`src/branch_pkg.sv`:
```
// shared data width, rv32i opcode and branch condition enums, next-pc select and field helpers.
package branch_pkg;

	// data and address width of the core.
	localparam int xlen = 32;

	// rv32i major opcodes seen by the control-flow slice.
	typedef enum logic [6:0]
	{
		op_load   = 7'b0000011,
		op_op_imm = 7'b0010011,
		op_auipc  = 7'b0010111,
		op_store  = 7'b0100011,
		op_op     = 7'b0110011,
		op_lui    = 7'b0110111,
		op_branch = 7'b1100011, // conditional branches.
		op_jalr   = 7'b1100111, // register-relative jump.
		op_jal    = 7'b1101111  // pc-relative jump.
	} opcode_t;

	// funct3 encodings of the conditional branches.
	// 3'b010 and 3'b011 are not branches.
	typedef enum logic [2:0]
	{
		fn_beq  = 3'b000,
		fn_bne  = 3'b001,
		fn_blt  = 3'b100,
		fn_bge  = 3'b101,
		fn_bltu = 3'b110,
		fn_bgeu = 3'b111
	} branch_fn_t;

	// next-pc source.
	typedef enum logic
	{
		pc_seq    = 1'b0, // pc plus 4.
		pc_target = 1'b1  // computed branch or jump target.
	} pc_src_t;

	// major opcode field of an instruction word.
	function automatic opcode_t inst_opcode
	(
		input logic [31:0] inst
	);
		return opcode_t'(inst[6:0]);
	endfunction

	// funct3 field of an instruction word.
	// the cast keeps non-branch encodings, callers treat them as no match.
	function automatic branch_fn_t inst_funct3
	(
		input logic [31:0] inst
	);
		return branch_fn_t'(inst[14:12]);
	endfunction

endpackage

```
`src/branch_cmp.sv`:
```
// branch comparator with equality and signed or unsigned less-than of the execute operands.
`timescale 1ns/1ns

module branch_cmp
#(
	parameter int XLEN = branch_pkg::xlen
)
(
	input  logic [XLEN-1:0]        rs1_data,
	input  logic [XLEN-1:0]        rs2_data,
	input  branch_pkg::branch_fn_t funct3,
	output logic                   br_eq,
	output logic                   br_lt
);

	logic cmp_unsigned;
	logic lt_signed;
	logic lt_unsigned;

	// bltu and bgeu compare as unsigned.
	assign cmp_unsigned = (funct3 == branch_pkg::fn_bltu) ||
		(funct3 == branch_pkg::fn_bgeu);

	assign lt_signed = $signed(rs1_data) < $signed(rs2_data);
	assign lt_unsigned = rs1_data < rs2_data;

	assign br_eq = (rs1_data == rs2_data);

	// one less-than flag, the mode follows funct3.
	always_comb
	begin
		if (cmp_unsigned)
			br_lt = lt_unsigned;
		else
			br_lt = lt_signed;
	end

endmodule

```
`src/branch_unit.sv`:
```
// branch unit top level with fetch pc, comparator, target adder and next-pc select.
`timescale 1ns/1ns

module branch_unit
#(
	parameter int              XLEN     = branch_pkg::xlen,
	parameter logic [XLEN-1:0] RESET_PC = '0
)
(
	input  logic            clk,
	input  logic            rst,
	input  logic [31:0]     inst,
	input  logic            inst_valid,
	input  logic [XLEN-1:0] rs1_data,
	input  logic [XLEN-1:0] rs2_data,
	output logic [XLEN-1:0] pc,
	output logic            redirect,
	output logic [XLEN-1:0] redirect_target,
	output logic            link_valid,
	output logic [XLEN-1:0] link_data
);

	// execute stage.
	logic [31:0]         ex_inst;
	logic [XLEN-1:0]     ex_pc;
	logic                ex_valid;

	// comparator flags.
	logic                br_eq;
	logic                br_lt;

	branch_pkg::pc_src_t pc_src;

	fetch_pc
	#(
		.XLEN     (XLEN),
		.RESET_PC (RESET_PC)
	)
	u_fetch_pc
	(
		.clk        (clk),
		.rst        (rst),
		.inst       (inst),
		.inst_valid (inst_valid),
		.redirect   (redirect),
		.target     (redirect_target),
		.pc         (pc),
		.ex_inst    (ex_inst),
		.ex_pc      (ex_pc),
		.ex_valid   (ex_valid)
	);

	branch_cmp
	#(
		.XLEN (XLEN)
	)
	u_branch_cmp
	(
		.rs1_data (rs1_data),
		.rs2_data (rs2_data),
		.funct3   (branch_pkg::inst_funct3(ex_inst)),
		.br_eq    (br_eq),
		.br_lt    (br_lt)
	);

	imm_target
	#(
		.XLEN (XLEN)
	)
	u_imm_target
	(
		.ex_inst   (ex_inst),
		.ex_pc     (ex_pc),
		.rs1_data  (rs1_data),
		.target    (redirect_target),
		.link_data (link_data)
	);

	pc_sel u_pc_sel
	(
		.ex_inst    (ex_inst),
		.ex_valid   (ex_valid),
		.br_eq      (br_eq),
		.br_lt      (br_lt),
		.pc_src     (pc_src),
		.redirect   (redirect),
		.link_valid (link_valid)
	);

endmodule

```
`src/fetch_pc.sv`:
```
// program counter register and fetch-to-execute pipeline register with stall and squash.
`timescale 1ns/1ns

module fetch_pc
#(
	parameter int              XLEN     = branch_pkg::xlen,
	parameter logic [XLEN-1:0] RESET_PC = '0
)
(
	input  logic            clk,
	input  logic            rst,
	input  logic [31:0]     inst,
	input  logic            inst_valid,
	input  logic            redirect,
	input  logic [XLEN-1:0] target,
	output logic [XLEN-1:0] pc,
	output logic [31:0]     ex_inst,
	output logic [XLEN-1:0] ex_pc,
	output logic            ex_valid
);

	logic            accept;
	logic [XLEN-1:0] pc_next;

	// the word fetched behind a taken redirect is dropped.
	assign accept = inst_valid && !redirect;

	// next fetch address.
	always_comb
	begin
		if (redirect)
			pc_next = target; // moves even while fetch is stalled.
		else if (inst_valid)
			pc_next = pc + XLEN'(4);
		else
			pc_next = pc; // stall.
	end

	always_ff @(posedge clk)
	begin
		if (rst)
			pc <= RESET_PC;
		else
			pc <= pc_next;
	end

	// execute slot is a bubble on a stall or a squash.
	always_ff @(posedge clk)
	begin
		if (rst)
			ex_valid <= 1'b0;
		else
			ex_valid <= accept;
	end

	// instruction and its address move to execute together.
	always_ff @(posedge clk)
	begin
		if (accept)
		begin
			ex_inst <= inst;
			ex_pc <= pc;
		end
	end

endmodule

```
`src/imm_target.sv`:
```
// immediate decode, redirect target adder and link value for the execute-stage instruction.
`timescale 1ns/1ns

module imm_target
#(
	parameter int XLEN = branch_pkg::xlen
)
(
	input  logic [31:0]     ex_inst,
	input  logic [XLEN-1:0] ex_pc,
	input  logic [XLEN-1:0] rs1_data,
	output logic [XLEN-1:0] target,
	output logic [XLEN-1:0] link_data
);

	branch_pkg::opcode_t opcode;
	logic [XLEN-1:0] imm_b;
	logic [XLEN-1:0] imm_j;
	logic [XLEN-1:0] imm_i;
	logic [XLEN-1:0] base;
	logic [XLEN-1:0] offset;
	logic [XLEN-1:0] sum;
	logic            is_jalr;

	assign opcode = branch_pkg::inst_opcode(ex_inst);
	assign is_jalr = (opcode == branch_pkg::op_jalr);

	// b-type, bit 0 is always zero.
	assign imm_b = {{(XLEN-12){ex_inst[31]}}, ex_inst[7], ex_inst[30:25],
		ex_inst[11:8], 1'b0};

	// j-type, scattered 20-bit offset.
	assign imm_j = {{(XLEN-20){ex_inst[31]}}, ex_inst[19:12], ex_inst[20],
		ex_inst[30:21], 1'b0};

	// i-type for jalr.
	assign imm_i = {{(XLEN-11){ex_inst[31]}}, ex_inst[30:20]};

	// base and offset by opcode.
	always_comb
	begin
		case (opcode)
			branch_pkg::op_jal:
			begin
				base = ex_pc;
				offset = imm_j;
			end
			branch_pkg::op_jalr:
			begin
				base = rs1_data; // register relative.
				offset = imm_i;
			end
			default:
			begin
				// branch form; the target is ignored for other opcodes.
				base = ex_pc;
				offset = imm_b;
			end
		endcase
	end

	assign sum = base + offset;

	// jalr drops bit 0 of the sum.
	always_comb
	begin
		if (is_jalr)
			target = {sum[XLEN-1:1], 1'b0};
		else
			target = sum;
	end

	assign link_data = ex_pc + XLEN'(4); // return address.

endmodule

```
`src/pc_sel.sv`:
```
// next-pc select with redirect and link strobes from the execute opcode, funct3 and flags.
`timescale 1ns/1ns

module pc_sel
(
	input  logic [31:0]         ex_inst,
	input  logic                ex_valid,
	input  logic                br_eq,
	input  logic                br_lt,
	output branch_pkg::pc_src_t pc_src,
	output logic                redirect,
	output logic                link_valid
);

	branch_pkg::opcode_t    opcode;
	branch_pkg::branch_fn_t funct3;
	logic                   is_branch;
	logic                   is_jump;
	logic                   cond_true;

	assign opcode = branch_pkg::inst_opcode(ex_inst);
	assign funct3 = branch_pkg::inst_funct3(ex_inst);

	assign is_branch = (opcode == branch_pkg::op_branch);
	assign is_jump = (opcode == branch_pkg::op_jal) || (opcode == branch_pkg::op_jalr);

	// branch condition from the comparator flags.
	always_comb
	begin
		case (funct3)
			branch_pkg::fn_beq:
				cond_true = br_eq;
			branch_pkg::fn_bne:
				cond_true = !br_eq;
			branch_pkg::fn_blt, branch_pkg::fn_bltu:
				cond_true = br_lt; // signedness already chosen by the comparator.
			branch_pkg::fn_bge, branch_pkg::fn_bgeu:
				cond_true = !br_lt;
			default:
				cond_true = 1'b0; // 010 and 011 never branch.
		endcase
	end

	// jumps always take the target, a bubble never does.
	always_comb
	begin
		if (ex_valid && (is_jump || (is_branch && cond_true)))
			pc_src = branch_pkg::pc_target;
		else
			pc_src = branch_pkg::pc_seq;
	end

	assign redirect = (pc_src == branch_pkg::pc_target);
	assign link_valid = ex_valid && is_jump; // jal and jalr write the return address.

endmodule

```
`config.mk`:
```
export PLATFORM = sky130hd
export DESIGN_NAME = branch_unit
export DESIGN_NICKNAME = d
export VERILOG_FILES = /design/src/branch_pkg.sv /design/src/branch_cmp.sv /design/src/branch_unit.sv /design/src/fetch_pc.sv /design/src/imm_target.sv /design/src/pc_sel.sv
export SDC_FILE = /design/constraint.sdc
export NUM_CORES = 1
export LEC_CHECK = 0
export BUFFER_PORTS_ARGS = -buffer_cell sky130_fd_sc_hd__buf_4
export CAP_MARGIN = 15
export CORE_ASPECT_RATIO = 1.2
export CORE_UTILIZATION = 30
export DETAILED_ROUTE_END_ITERATION = 7
export GPL_TIMING_DRIVEN = 0
export PLACE_DENSITY = 0.54
export SLEW_MARGIN = 20
export SYNTH_ARGS = -nofsm -noshare
export SYNTH_HDL_FRONTEND = slang
export SYNTH_HIERARCHICAL = 1
export SYNTH_SLANG_ARGS = --single-unit
```
`constraint.sdc`:
```
create_clock -name clk -period 15.45 [get_ports clk]
set_input_delay 0.7725 -clock clk [delete_from_list [all_inputs] [get_ports clk]]
set_output_delay 0.7725 -clock clk [all_outputs]
set_load 0.01 [all_outputs]
```
==> After elaboration in Yosys (flattened, before gate mapping) <==
Cells that the tools add are included.
W data, S select, Z words.
{ "word_totals": {"regBits": 97, "memories": 0, "out_inout_bits": 98, "elab_cells": 40, "latch_bits": 0, "mem_bits_ro": 0, "ram_bits": 0} }
{ "classes": {"n_div": 0, "bitwise": 0, "n_lt_le_gt_ge": 2, "eq_ne": 9, "n_shift": 0, "n_mul": 0, "muxes": 8, "reduce_logical": 14, "addsub": 3} }
{ "op_table": {"columns": ["cell", "n"], "rows": [
  ["$mux W32", 3],
  ["$add A32 B3 Y32 const B", 2],
  ["$lt A32 B32 Y1", 2],
  ["$pmux W20 S2", 1],
  ["$add A32 B32 Y32", 1],
  ["$eq A32 B32 Y1", 1],
  ["$eq A7 B7 Y1 const B", 3],
  ["$eq A3 B3 Y1 const B", 4],
  ["$logic_and A1 B1 Y1", 4],
  ["$pmux W1 S4", 1],
  ["$reduce_or A2 Y1", 2],
  ["$eq A3 B1 Y1 const B", 1],
  ["$logic_not A1 Y1", 3],
  ["$logic_not A3 Y1", 1],
  ["$logic_or A1 B1 Y1", 3],
  ["$mux W1", 3],
  ["$reduce_bool A2 Y1", 1]
]} }

==> Logic depth before layout (Yosys ltp) <==
Gate-level depths: netlist (run 1).
{ "depth": {"depth_word": 11, "mapped_depth": 18} }

==> Modules after synthesis <==
Netlist (run 1), hierarchy kept.
{ "by_module_without_submodules": {"columns": ["mod", "area_each_um2", "cells_each", "n_inst"], "rows": [
  ["fetch_pc", 3793.6, 298, 1],
  ["imm_target", 2851.5, 395, 1],
  ["branch_cmp", 820.8, 113, 1],
  ["pc_sel", 85.1, 11, 1]
]} }

==> Least setup slack after synthesis (run 1) <==
No wires, ideal clock.
{ "synth_timing": {"path_kind": "input -> register", "startpoint": "input port rs2_data[25]", "endpoint": "register u_fetch_pc.ex_inst[0], enable pin", "path_buffers": 3, "arrival_ps": 5832, "path_slack_ps": 9124, "path_stages": 14, "t_required_ps": 14956, "setup_time_ps": 494, "path_cell_list": "inv_1 ha_1 a21o_1 a221o_1 a221oi_2 o221ai_2 o32ai_1 or2b_1 o311a_2 o31ai_2 buf_4 clkbuf_1 clkbuf_1 nor2b_1"} }
{ "synth_between": {"elab_chain_cells": 10, "elab_cells_between_ends": 13, "cone_classes": "2 x order compare; 1 x eq/ne; 3 x mux; 7 x reduce/logical"} }
{ "synth_lines": {"columns": ["item", "line", "text"], "rows": [
  ["start, declared", "branch_unit.sv:15", "input logic [XLEN-1:0] rs2_data,"],
  ["$lt A32 B32 Y1 (on tied branches)", "branch_cmp.sv:24, branch_cmp.sv:25", null],
  ["$mux W1 (*)", "branch_cmp.sv:32", "if (cmp_unsigned)"],
  ["via br_lt", "branch_unit.sv:30", "logic br_lt;"],
  ["$logic_not A1 Y1", "pc_sel.sv:38", "cond_true = !br_lt;"],
  ["$pmux W1 S4 (*)", "pc_sel.sv:30", "case (funct3)"],
  ["$logic_and A1 B1 Y1 (*)", "pc_sel.sv:47", "if (ex_valid && (is_jump || (is_branch && cond_true)))"],
  ["$logic_or A1 B1 Y1 (*)", "pc_sel.sv:47", null],
  ["$logic_and A1 B1 Y1 (*)", "pc_sel.sv:47", null],
  ["$mux W1 (*)", "pc_sel.sv:47", null],
  ["via pc_src", "branch_unit.sv:32", "branch_pkg::pc_src_t pc_src;"],
  ["$logic_not A1 Y1 (*)", "fetch_pc.sv:26", "assign accept = inst_valid && !redirect;"],
  ["$logic_and A1 B1 Y1 (*)", "fetch_pc.sv:26", null],
  ["via u_fetch_pc.accept", "fetch_pc.sv:22", "logic accept;"],
  ["end signal, assigned", "fetch_pc.sv:61", "ex_inst <= inst;"],
  ["end, declared", "fetch_pc.sv:17", "output logic [31:0] ex_inst,"]
]} }
The timed path passes the listed nets; every way through them passes the cells marked *.
A chain may end at the register's enable or synchronous reset.

==> Worst setup path in the final report (run 1) <==
{ "layout_timing": {"startpoint": "register u_fetch_pc.ex_inst[5]", "endpoint": "output port redirect_target[28]"} }
{ "layout_between": {"elab_chain_cells": 3, "elab_cells_between_ends": 5, "cone_classes": "1 x add/sub; 2 x eq/ne; 2 x mux"} }
{ "layout_lines": {"columns": ["item", "line", "text"], "rows": [
  ["$eq A7 B7 Y1", "imm_target.sv:42", "case (opcode)"],
  ["$pmux W20 S2 / $mux W32 (equally long branches)", "imm_target.sv:42", null],
  ["$add A32 B32 Y32 (*)", "imm_target.sv:62", "assign sum = base + offset;"],
  ["end, declared", "branch_unit.sv:18", "output logic [XLEN-1:0] redirect_target,"]
]} }
Every way passes the cells marked *; elsewhere a longest branch is shown, timed or not.

==> results.sh, run 1 <==
export IMPL_r2r_end="u_fetch_pc/pc[24]$_SDFFE_PP0N_"
export IMPL_cp_end_kind="output port"
export IMPL_area_delta_synth_final_pct=30.1
export IMPL_io_pins=197
export IMPL_numCtsBuffers=9
export IMPL_postRouteAntennaNets=0
export IMPL_ys_types=76
export IMPL_synth_compound_area_frac=0.177
export IMPL_vias=7020
export IMPL_criticalPathCategory="reg2out"
export IMPL_syn_inst=817
export IMPL_status="finished, final reports clean"
export IMPL_cp_depth=17
export IMPL_use_met3=0.0265
export IMPL_hp_start="u_fetch_pc/pc[1]$_SDFFE_PP0P_"
export IMPL_tns_ps=0
export IMPL_finish_utilization=0.397
export IMPL_multi_input_area_um2=4600
export IMPL_first_iter_violations=413
export IMPL_synthFlopType="edfxtp_1"
export IMPL_fillers=2541
export IMPL_max_slew_margin=0.478
export IMPL_worst_pin_slew_ps=783
export IMPL_cts_tree="yes"
export IMPL_critPathLaunchType="flop"
export IMPL_synth_seq_area_share=0.342
export IMPL_fp_dieW_um=147
export IMPL_first_pass_iters=5
export IMPL_cpPeakStageDelay_ps=530
export IMPL_synthMuxAreaShare=0.0587
export IMPL_clockBufferDepth=2
export IMPL_cp_arrival_ps=5210
export IMPL_rsz0062_at_grt="false"
export IMPL_grt_util_met1=0.246
export IMPL_finalSetupViolations=0
export IMPL_cp_slowest_cell="nor3b_2"
export IMPL_htreeDepth=3
export IMPL_synth_top_family_by_area="simple AND/OR/NAND/NOR gates"
export IMPL_slew_violations=0
export IMPL_post_dp_hpwl_um=21000
export IMPL_grt_overflow=0
export IMPL_place_congestion=0.867
export IMPL_fin_cells=1355
export IMPL_postCtsSetupBuffers=0
export IMPL_p_per_area_nw_per_um2=75.4
export IMPL_top_usage_layer="met2"
export IMPL_dp_cells=1339
export IMPL_regToRegStartpoint="u_fetch_pc/ex_inst[5]$_DFFE_PP_"
export IMPL_synth_edff_count=64
export IMPL_yosys_register_bits=97
export IMPL_syn_area_per_cell_um2=9.24
export IMPL_ff2ff_setup_slack_ps=10120
export IMPL_design_die_area_um2=25800
export IMPL_maxCapViolCount=0
export IMPL_p_leak_nw=4.20
export IMPL_start_util=0.305
export IMPL_finalWirelength_um=25500
export IMPL_synthAdderAreaFrac=0.110
export IMPL_syn_num_nets=982
export IMPL_viasPerCell=5.18
export IMPL_synth_xor_area_frac=0.0789
export IMPL_synth_area_um2=7550
export IMPL_root_buffer="clkbuf_16"
export IMPL_portBuffers=194
export IMPL_antenna_cells=0
export IMPL_min_period_over_period=0.387
export IMPL_critPathMaxFanout=10
export IMPL_irDropWorstVdd_v=0.0000370
export IMPL_met2_usage=0.335
export IMPL_grt_pass1_vias=6560
export IMPL_fmax_mhz=167
export IMPL_yosys_area_share_simple=0.183
export IMPL_clk_latency_ps=360
export IMPL_critPathBufInv=4
export IMPL_die_h_um=176
export IMPL_whs_path_depth=0
export IMPL_period_minus_slack_ps=5980
export IMPL_hold_viol=0
export IMPL_rows=63
export IMPL_cts_hold_buf=0
export IMPL_skew_ps=14.9
export IMPL_synth_yosys_warnings=6
export IMPL_worst_path_dominant_cell_family="compound AO/OA/AOI/OAI gates"
export IMPL_post_drt_wl_per_cell_um=18.8
export IMPL_crit_chain="nand4_1 > nor3b_2 > nor2b_1 > buf_2 > buf_1 > and2_1 > ha_1 > inv_1 > fa_1 > nor2b_1 > o2111ai_1 > a2111oi_2 > o22ai_1 > nand2_1 > o21ai_1 > a311o_1 > buf_4"
export IMPL_clk_pin_slew_ps=70
export IMPL_async_flop_share=0
export IMPL_hold_class="reg2reg"
export IMPL_antenna_found_initial=0
export IMPL_drc_errors=0
export IMPL_grt_max_degree=23
export IMPL_rr_worst_depth=18
export IMPL_postCtsResizedCells=0
export IMPL_num_nets_final=1190
export IMPL_min_to="u_fetch_pc/ex_pc[1]$_DFFE_PP_"
export IMPL_core_um2=24800
export IMPL_seq_area_um2=2580
export IMPL_cts_sinks=97
export IMPL_layout_drive_gt1_share=0.276
export IMPL_grt_pass1_wl_um=37500
export IMPL_cp_common_cell="nor2b_1"
export IMPL_cp_data_required_time_ps=14680
export IMPL_grt_util_all_layers=0.191
[stage by stage]
| step | area, um^2 | hold slack, ps | total power [mW] | worst slack (ps) |
|---|---|---|---|---|
| after global routing | 9820 | 486 | 0.774 | 9140 |
| after detailed placement | 9500 | 447 | 0.504 | 9820 |
| after global placement | 9410 | 451 | 0.502 | 6810 |
| after CTS | 9820 | 471 | 0.747 | 9420 |
| after floorplan | 7550 | 494 | 0.409 | 9120 |
| final | 9820 | 473 | 0.741 | 9470 |
[sequential cells by signal (all words and copies together) (netlist names)]
signal,count
u_fetch_pc/ex_valid,1
u_fetch_pc/ex_inst,32
u_fetch_pc/pc,32
u_fetch_pc/ex_pc,32
[kinds of logic (layout without fill, tap and decap cells)]
logic type      count (synthesis)  after routing
simple gates                  264            264
flops                          97             97
compound gates                189            189
xor+xnor                       68             68
fa+ha+maj                      66             66
buf+inv                        93            306
mux                            40             40
[where the power goes]
group          internal (mW)  switching [mW]
clock                  0.131           0.112
combinational         0.0922           0.109
sequential             0.287          0.0107
total                  0.510           0.231
[Yosys cell counts, types with 4 or more instances]
master     number  share of area
mux2i_1         6         0.0080
nor2_1         61          0.030
edfxtp_1       64           0.25
xnor2_1        38          0.044
or4_1           4         0.0040
and3_1         15          0.012
and4_1         13          0.015
nor4_1          5         0.0041
nand4_1        29          0.024
inv_1          52          0.026
o31ai_1         4         0.0040
a2111oi_0       8         0.0093
clkbuf_1       25          0.012
a21o_1         12          0.012
mux2_2         34          0.051
nand2_1        60          0.030
buf_2           9         0.0060
nor2b_1        12         0.0099
nor4b_1         4         0.0046
xor2_1         30          0.035
o21ai_0        29          0.019
a31oi_1         5         0.0041
dfxtp_1        33          0.087
or3_1           4         0.0033
nand3_1        34          0.023
o211ai_1        5         0.0050
ha_1           65           0.11
a21oi_1        47          0.031
o21ai_1         4         0.0027
a31o_2          8         0.0093
a211oi_1       18          0.018
a311oi_1       12          0.014
[worst max-delay path by stage]
| stage | start | endpoint | slack [ps] |
|---|---|---|---|
| after detailed placement | u_fetch_pc/ex_inst[1]$_DFFE_PP_ | redirect_target[28] | 9820 |
| after CTS | u_fetch_pc/ex_inst[5]$_DFFE_PP_ | redirect_target[28] | 9420 |
| after floorplan | rs2_data[25] | u_fetch_pc/ex_inst[0]$_DFFE_PP_ | 9120 |
| after global routing | u_fetch_pc/ex_inst[5]$_DFFE_PP_ | redirect_target[28] | 9140 |
| final | u_fetch_pc/ex_inst[5]$_DFFE_PP_ | redirect_target[28] | 9470 |
| after global placement | rs1_data[31] | u_fetch_pc/ex_valid$_SDFF_PP0_ | 6810 |
[worst register-to-register path, stage by stage (launching register included)]
cell	delay, ps
edfxtp_1	350
nand4_1	120
nor3b_2	530
nor2b_1	200
buf_2	250
buf_1	480
and2_1	220
ha_1	210
inv_1	70
fa_1	400
nor2b_1	180
o2111ai_1	220
a2111oi_2	510
o22ai_1	180
nand2_1	200
a31oi_1	140
xnor2_1	360
inv_1	90
a2111oi_0	490
[final cells by class]
| type | count | area share |
|---|---|---|
| Buffer | 41 | 0.0187 |
| Clock buffer | 9 | 0.0229 |
| Inverter | 52 | 0.0199 |
| Sequential cell | 97 | 0.263 |
| Multi-Input combinational cell | 627 | 0.468 |
| Tap cell | 325 | 0.0414 |
| Clock inverter | 7 | 0.00968 |
| Timing Repair Buffer | 197 | 0.157 |
[routing by layer]
| layer | vias to the layer above | part of all wire |
|---|---|---|
| met1 | 3356 | 0.45 |
| met3 | 22 | 0.041 |
| met5 | - | 0 |
| met2 | 169 | 0.50 |
| met4 | 0 | 0.014 |
| li1 | 3473 | - |
[cells in the final DEF, fill, tap and decap left out, types with 13 or more instances in the layout]
cell type,count
nor2_1,61
a21oi_1,47
and3_1,15
a211oi_1,18
clkbuf_1,25
mux2_2,34
ha_1,65
and4_1,13
nand2_1,60
nand4_1,29
o21ai_0,29
dfxtp_1,33
xor2_1,30
nand3_1,34
inv_1,52
edfxtp_1,64
xnor2_1,38
buf_4,197
Note: power is estimated with default switching activity, not from simulation.
==> run 2: changes to the inputs <==
PLACE_DENSITY = 0.56   (was 0.54)
clock period = 5.2 ns   (was 15.45 ns; I/O delays follow)
==> results.sh, run 2 (synthesized netlist as in run 1, its figures left out) <==
export IMPL_status="finished, final reports clean"
export IMPL_numCtsBuffers=9
export IMPL_min_period_over_period=0.923
export IMPL_finalWirelength_um=25500
export IMPL_p_sw_mw=0.706
export IMPL_layout_commonest_cell="buf_4"
export IMPL_rsz0062_at_grt="false"
export IMPL_die_h_um=176
export IMPL_first_pass_iters=5
export IMPL_dp_slack_ps=-29.6
export IMPL_seq_area_um2=2580
export IMPL_fmax_mhz=208
export IMPL_cts_sinks=97
export IMPL_fin_total_pwr_mw=2.18
export IMPL_dp_cells=1339
export IMPL_ff2ff_setup_slack_ps=640
export IMPL_first_iter_violations=462
export IMPL_start_util=0.305
export IMPL_r2r_end="u_fetch_pc/pc[27]$_SDFFE_PP0N_"
export IMPL_p_per_area_nw_per_um2=221
export IMPL_crit_path_start="u_fetch_pc/ex_inst[2]$_DFFE_PP_"
export IMPL_crit_end="redirect_target[29]"
export IMPL_criticalPathCategory="reg2out"
export IMPL_p_leak_nw=4.21
export IMPL_root_buffer="clkbuf_16"
export IMPL_regToRegStartpoint="u_fetch_pc/ex_inst[2]$_DFFE_PP_"
export IMPL_worst_pin_slew_ps=791
export IMPL_htreeDepth=3
export IMPL_multi_input_area_um2=4630
export IMPL_post_dp_hpwl_um=20900
export IMPL_layout_common_cells="buf_4, ha_1, edfxtp_1, nor2_1, nand2_1"
export IMPL_switching_share=0.324
export IMPL_clk_pin_slew_ps=90
export IMPL_hold_class="in2reg"
export IMPL_grt_pass1_vias=6797
export IMPL_layout_drive_gt1_share=0.282
export IMPL_finish_utilization=0.399
export IMPL_max_slew_margin=0.473
export IMPL_critPathLaunchType="flop"
export IMPL_cts_hold_buf=0
export IMPL_top_regs="u_fetch_pc/ex_inst (32), u_fetch_pc/ex_pc (32), u_fetch_pc/pc (32)"
export IMPL_viasPerCell=5.17
export IMPL_portBuffers=194
export IMPL_clockBufferDepth=2
export IMPL_grt_util_all_layers=0.195
export IMPL_irDropWorstVdd_v=0.000156
export IMPL_rr_worst_depth=18
export IMPL_slew_violations=0
export IMPL_fillers=2530
export IMPL_fp_dieW_um=147
export IMPL_timing_final_ws_setup_ps=403
export IMPL_antenna_found_initial=0
export IMPL_post_drt_wl_per_cell_um=18.8
export IMPL_maxCapViolCount=0
export IMPL_drc_errors=0
export IMPL_postRouteAntennaNets=0
export IMPL_design_die_area_um2=25800
export IMPL_grt_max_degree=22
export IMPL_power_frac_clock=0.318
export IMPL_area_delta_synth_final_pct=30.8
export IMPL_core_um2=24800
export IMPL_grt_overflow=0
export IMPL_place_congestion=0.856
export IMPL_critPathMaxFanout=10
export IMPL_fin_cells=1358
export IMPL_cp_data_required_time_ps=4940
export IMPL_p_int_mw=1.48
export IMPL_period_minus_slack_ps=4800
export IMPL_cp_arrival_ps=4540
export IMPL_skew_ps=13.1
export IMPL_hold_viol=0
export IMPL_rows=63
export IMPL_num_nets_final=1193
export IMPL_clk_latency_ps=360
export IMPL_finalSetupViolations=0
export IMPL_io_pins=197
export IMPL_grt_pass1_wl_um=38800
export IMPL_antenna_cells=0
export IMPL_cp_end_kind="output port"
export IMPL_cts_tree="yes"
export IMPL_power_frac_comb=0.276
export IMPL_vias=7021
export IMPL_p_seq_frac=0.406
==> run 2: cell count changes in the layout (fill, tap and decap cells not counted), sizes merged <==
cell	before	now
bufinv	1	0
clkbuf	34	36
clkinvlp	0	1
buf	213	214
==> run 2: worst max-delay path, cell delays in order (launching register included) <==
cell and delay, ps:
edfxtp_1 350, nand4_1 140, nor3b_4 220, nor2b_1 140
buf_2 260, clkbuf_4 300, mux2_2 360, ha_1 260
clkbuf_1 270, nand2_1 200, o21ai_0 300, nand2_1 140
a21oi_2 260, o21bai_4 110, mux2i_1 150, a2111oi_2 500
buf_4 210
==> run 2: power by group through the flow <==
stage	Clock (mW)	Sequential, mW	Combinational, mW
after floorplan	0	0.893	0.321
after global placement	0	0.904	0.582
after detailed placement	0	0.903	0.593
after CTS	0.709	0.885	0.598
after global routing	0.734	0.890	0.657
final	0.695	0.885	0.602
==> run 2: through the flow <==
step | instance area (um^2) | hold slack (ps) | TNS (ps)
detailed placement | 9500 | 440 | -68.9
global route | 9870 | 67.2 | 0
finish | 9870 | 77.9 | 0
global placement | 9420 | 439 | -63690
CTS | 9830 | 70.7 | 0
floorplan | 7550 | 359 | 0
==> run 2: worst min-delay path by stage <==
stage	endpoint	cells after the start	from	slack, ps
6_report	u_fetch_pc/ex_inst[26]$_DFFE_PP_	1	inst[26]	80
5_1_grt	u_fetch_pc/ex_inst[27]$_DFFE_PP_	1	inst[27]	70
4_1_cts	u_fetch_pc/ex_inst[3]$_DFFE_PP_	1	inst[3]	70
3_5_place_dp	u_fetch_pc/ex_inst[12]$_DFFE_PP_	1	inst[12]	440
3_3_place_gp	u_fetch_pc/ex_inst[3]$_DFFE_PP_	1	inst[3]	440
2_1_floorplan	u_fetch_pc/ex_inst[0]$_DFFE_PP_	0	inst[0]	360
==> run 2: final cells by class <==
| class | instances | area share |
|---|---|---|
| clock buffers | 9 | 0.0228 |
| well taps | 325 | 0.0412 |
| flip-flops and latches | 97 | 0.262 |
| multi-input cells | 627 | 0.469 |
| clock inverters | 7 | 0.00811 |
| inverters | 52 | 0.0198 |
| plain buffers | 41 | 0.0195 |
| repair buffers | 200 | 0.158 |
==> run 2: metal layers <==
layer,wire length (um),GRT usage,vias up
met5,0,0,-
met4,611,0.0686,0
met3,1170,0.0221,31
met2,12400,0.326,210
met1,11300,0.258,3304
li1,-,-,3476
==> run 2: repair_timing <==
action | in CTS | in global routing
hold endpoints to repair | 0 | 0
setup endpoints to repair | 13 | 10
pin swaps | 1 | 3
buffers inserted | 1 | 2
resized for setup | 3 | 7
==> run 3: changes to the inputs <==
CORE_UTILIZATION = 40   (was 30)
CTS_CLUSTER_SIZE = 10   (was not set)
PLACE_DENSITY = 0.7   (was 0.56)
==> results.sh, run 3 (synthesized netlist as in run 1, its figures left out) <==
export IMPL_top_regs="u_fetch_pc/ex_inst (32), u_fetch_pc/ex_pc (32), u_fetch_pc/pc (32)"
export IMPL_design_die_area_um2=19400
export IMPL_clockBufferDepth=2
export IMPL_die_h_um=153
export IMPL_p_leak_nw=4.19
export IMPL_num_nets_final=1190
export IMPL_criticalPathCategory="reg2out"
export IMPL_io_pins=197
export IMPL_root_buffer="clkbuf_16"
export IMPL_antenna_found_initial=0
export IMPL_critPathLaunchType="flop"
export IMPL_critPathMaxFanout=10
export IMPL_critPathBufInv=4
export IMPL_first_iter_violations=542
export IMPL_p_per_area_nw_per_um2=224
export IMPL_place_congestion=0.955
export IMPL_grt_pass1_vias=6751
export IMPL_hold_viol=0
export IMPL_maxCapViolCount=0
export IMPL_antenna_cells=0
export IMPL_skew_ps=10.3
export IMPL_post_drt_wl_per_cell_um=18.6
export IMPL_cpPeakStageDelay_ps=500
export IMPL_area_delta_synth_final_pct=28.6
export IMPL_fp_dieW_um=127
export IMPL_layout_commonest_cell="buf_4"
export IMPL_layout_common_cells="buf_4, ha_1, edfxtp_1, nor2_1, nand2_1"
export IMPL_portBuffers=194
export IMPL_final_cell_area_um2=9710
export IMPL_clk_latency_ps=360
export IMPL_worst_path_dominant_cell_family="compound AO/OA/AOI/OAI gates"
export IMPL_fmax_mhz=202
export IMPL_fillers=1721
export IMPL_grt_pass1_wl_um=36300
export IMPL_cp_slowest_cell="a2111oi_2"
export IMPL_cp_end_kind="output port"
export IMPL_layout_drive_gt1_share=0.278
export IMPL_min_period_over_period=0.952
export IMPL_grt_max_degree=29
export IMPL_start_util=0.412
export IMPL_drc_errors=0
export IMPL_core_um2=18300
export IMPL_grt_overflow=0
export IMPL_finalWirelength_um=23800
export IMPL_max_slew_margin=0.487
export IMPL_placed_area_um2=9380
export IMPL_numCtsBuffers=9
export IMPL_postRouteAntennaNets=0
export IMPL_crit_chain="nand4_1 > nor3b_4 > nor2b_1 > buf_2 > buf_2 > mux2_2 > ha_1 > inv_1 > fa_1 > nor2b_1 > o2111ai_1 > a2111oi_2 > o22ai_1 > nand2_1 > o21ai_1 > a311o_1 > buf_4"
export IMPL_first_pass_iters=5
export IMPL_vias=7180
export IMPL_viasPerCell=5.60
export IMPL_cp_data_required_time_ps=4940
export IMPL_clk_pin_slew_ps=70
export IMPL_timing_final_ws_setup_ps=251
export IMPL_cp_arrival_ps=4690
export IMPL_htreeDepth=3
export IMPL_worst_pin_slew_ps=762
export IMPL_rows=54
export IMPL_hold_class="in2reg"
export IMPL_cts_sinks=97
export IMPL_slew_violations=0
export IMPL_dp_slack_ps=96.1
export IMPL_finalSetupViolations=0
export IMPL_post_dp_hpwl_um=19100
export IMPL_status="finished, final reports clean"
export IMPL_grt_util_all_layers=0.243
export IMPL_period_minus_slack_ps=4950
export IMPL_irDropWorstVdd_v=0.000163
export IMPL_cts_tree="yes"
## run 3: cell count changes in the layout (fill, tap and decap cells not counted), sizes merged
| cell | previous run | this run |
|---|---|---|
| buf | 214 | 213 |
| clkinv | 2 | 1 |
| inv | 56 | 54 |
| clkbuf | 36 | 35 |
| bufinv | 0 | 1 |
| clkinvlp | 1 | 2 |
## run 3: worst paths after layout
path                                   start                                to  slack, ps  cells past startpoint
max reg2reg  u_fetch_pc/ex_inst[2]$_DFFE_PP_    u_fetch_pc/pc[24]$_SDFFE_PP0N_        560                     18
max          u_fetch_pc/ex_inst[2]$_DFFE_PP_               redirect_target[28]        250                     17
min                                 inst[24]  u_fetch_pc/ex_inst[24]$_DFFE_PP_         70                      1
min reg2reg    u_fetch_pc/pc[0]$_SDFFE_PP0P_     u_fetch_pc/ex_pc[0]$_DFFE_PP_        470                      0
## run 3: through the flow
step           setup TNS (ps)  hold slack (ps)   util  instances  total power [mW]
3_5_place_dp                0              440  0.512       1265              1.48
3_3_place_gp           -45600              439  0.509       1263              1.47
6_report                    0             74.4  0.530       1282              2.17
4_1_cts                     0             65.0  0.529       1281              2.18
2_1_floorplan               0              359      -        817              1.21
5_1_grt                  -108             64.0  0.530       1282              2.26
## run 3: repair_timing
action / CTS / global route
hold buffers: 0 / 0
resized for setup: 3 / 1
endpoints found under the setup margin: 9 / 13
setup buffers: 0 / 1
endpoints found under the hold margin: 0 / 0
pin swaps: 0 / 1
## run 3: power by group
part           internal [mW]  total [mW]  switching, mW
clock                  0.380       0.699          0.319
combinational          0.273       0.588          0.316
sequential             0.854       0.885         0.0316
## run 3: final cells by class
type | instances | area (um^2) | share of cell area
Timing Repair Buffer | 197 | 1510 | 0.156
Multi-Input combinational cell | 627 | 4620 | 0.476
Clock buffer | 10 | 229 | 0.0236
Tap cell | 252 | 315 | 0.0325
Inverter | 52 | 195 | 0.0201
Buffer | 41 | 185 | 0.0191
Sequential cell | 97 | 2580 | 0.266
Clock inverter | 6 | 73.8 | 0.00760
## run 3: worst register-to-register path, stage by stage, from the launching register on
cell and delay (ps):
edfxtp_1 360, nand4_1 140, nor3b_4 240, nor2b_1 170
buf_2 270, buf_2 350, mux2_2 220, ha_1 190
inv_1 70, fa_1 400, nor2b_1 170, o2111ai_1 190
a2111oi_2 500, o22ai_1 170, nand2_1 190, a31oi_1 130
xnor2_1 340, inv_1 70, a2111oi_0 380
## run 3: per-layer routing
metal / global-route usage / up-vias / share of wire
met5: 0 / - / 0
met4: 0.0856 / 0 / 0.023
met3: 0.0291 / 35 / 0.054
met2: 0.408 / 279 / 0.49
met1: 0.320 / 3384 / 0.43
li1: - / 3482 / -
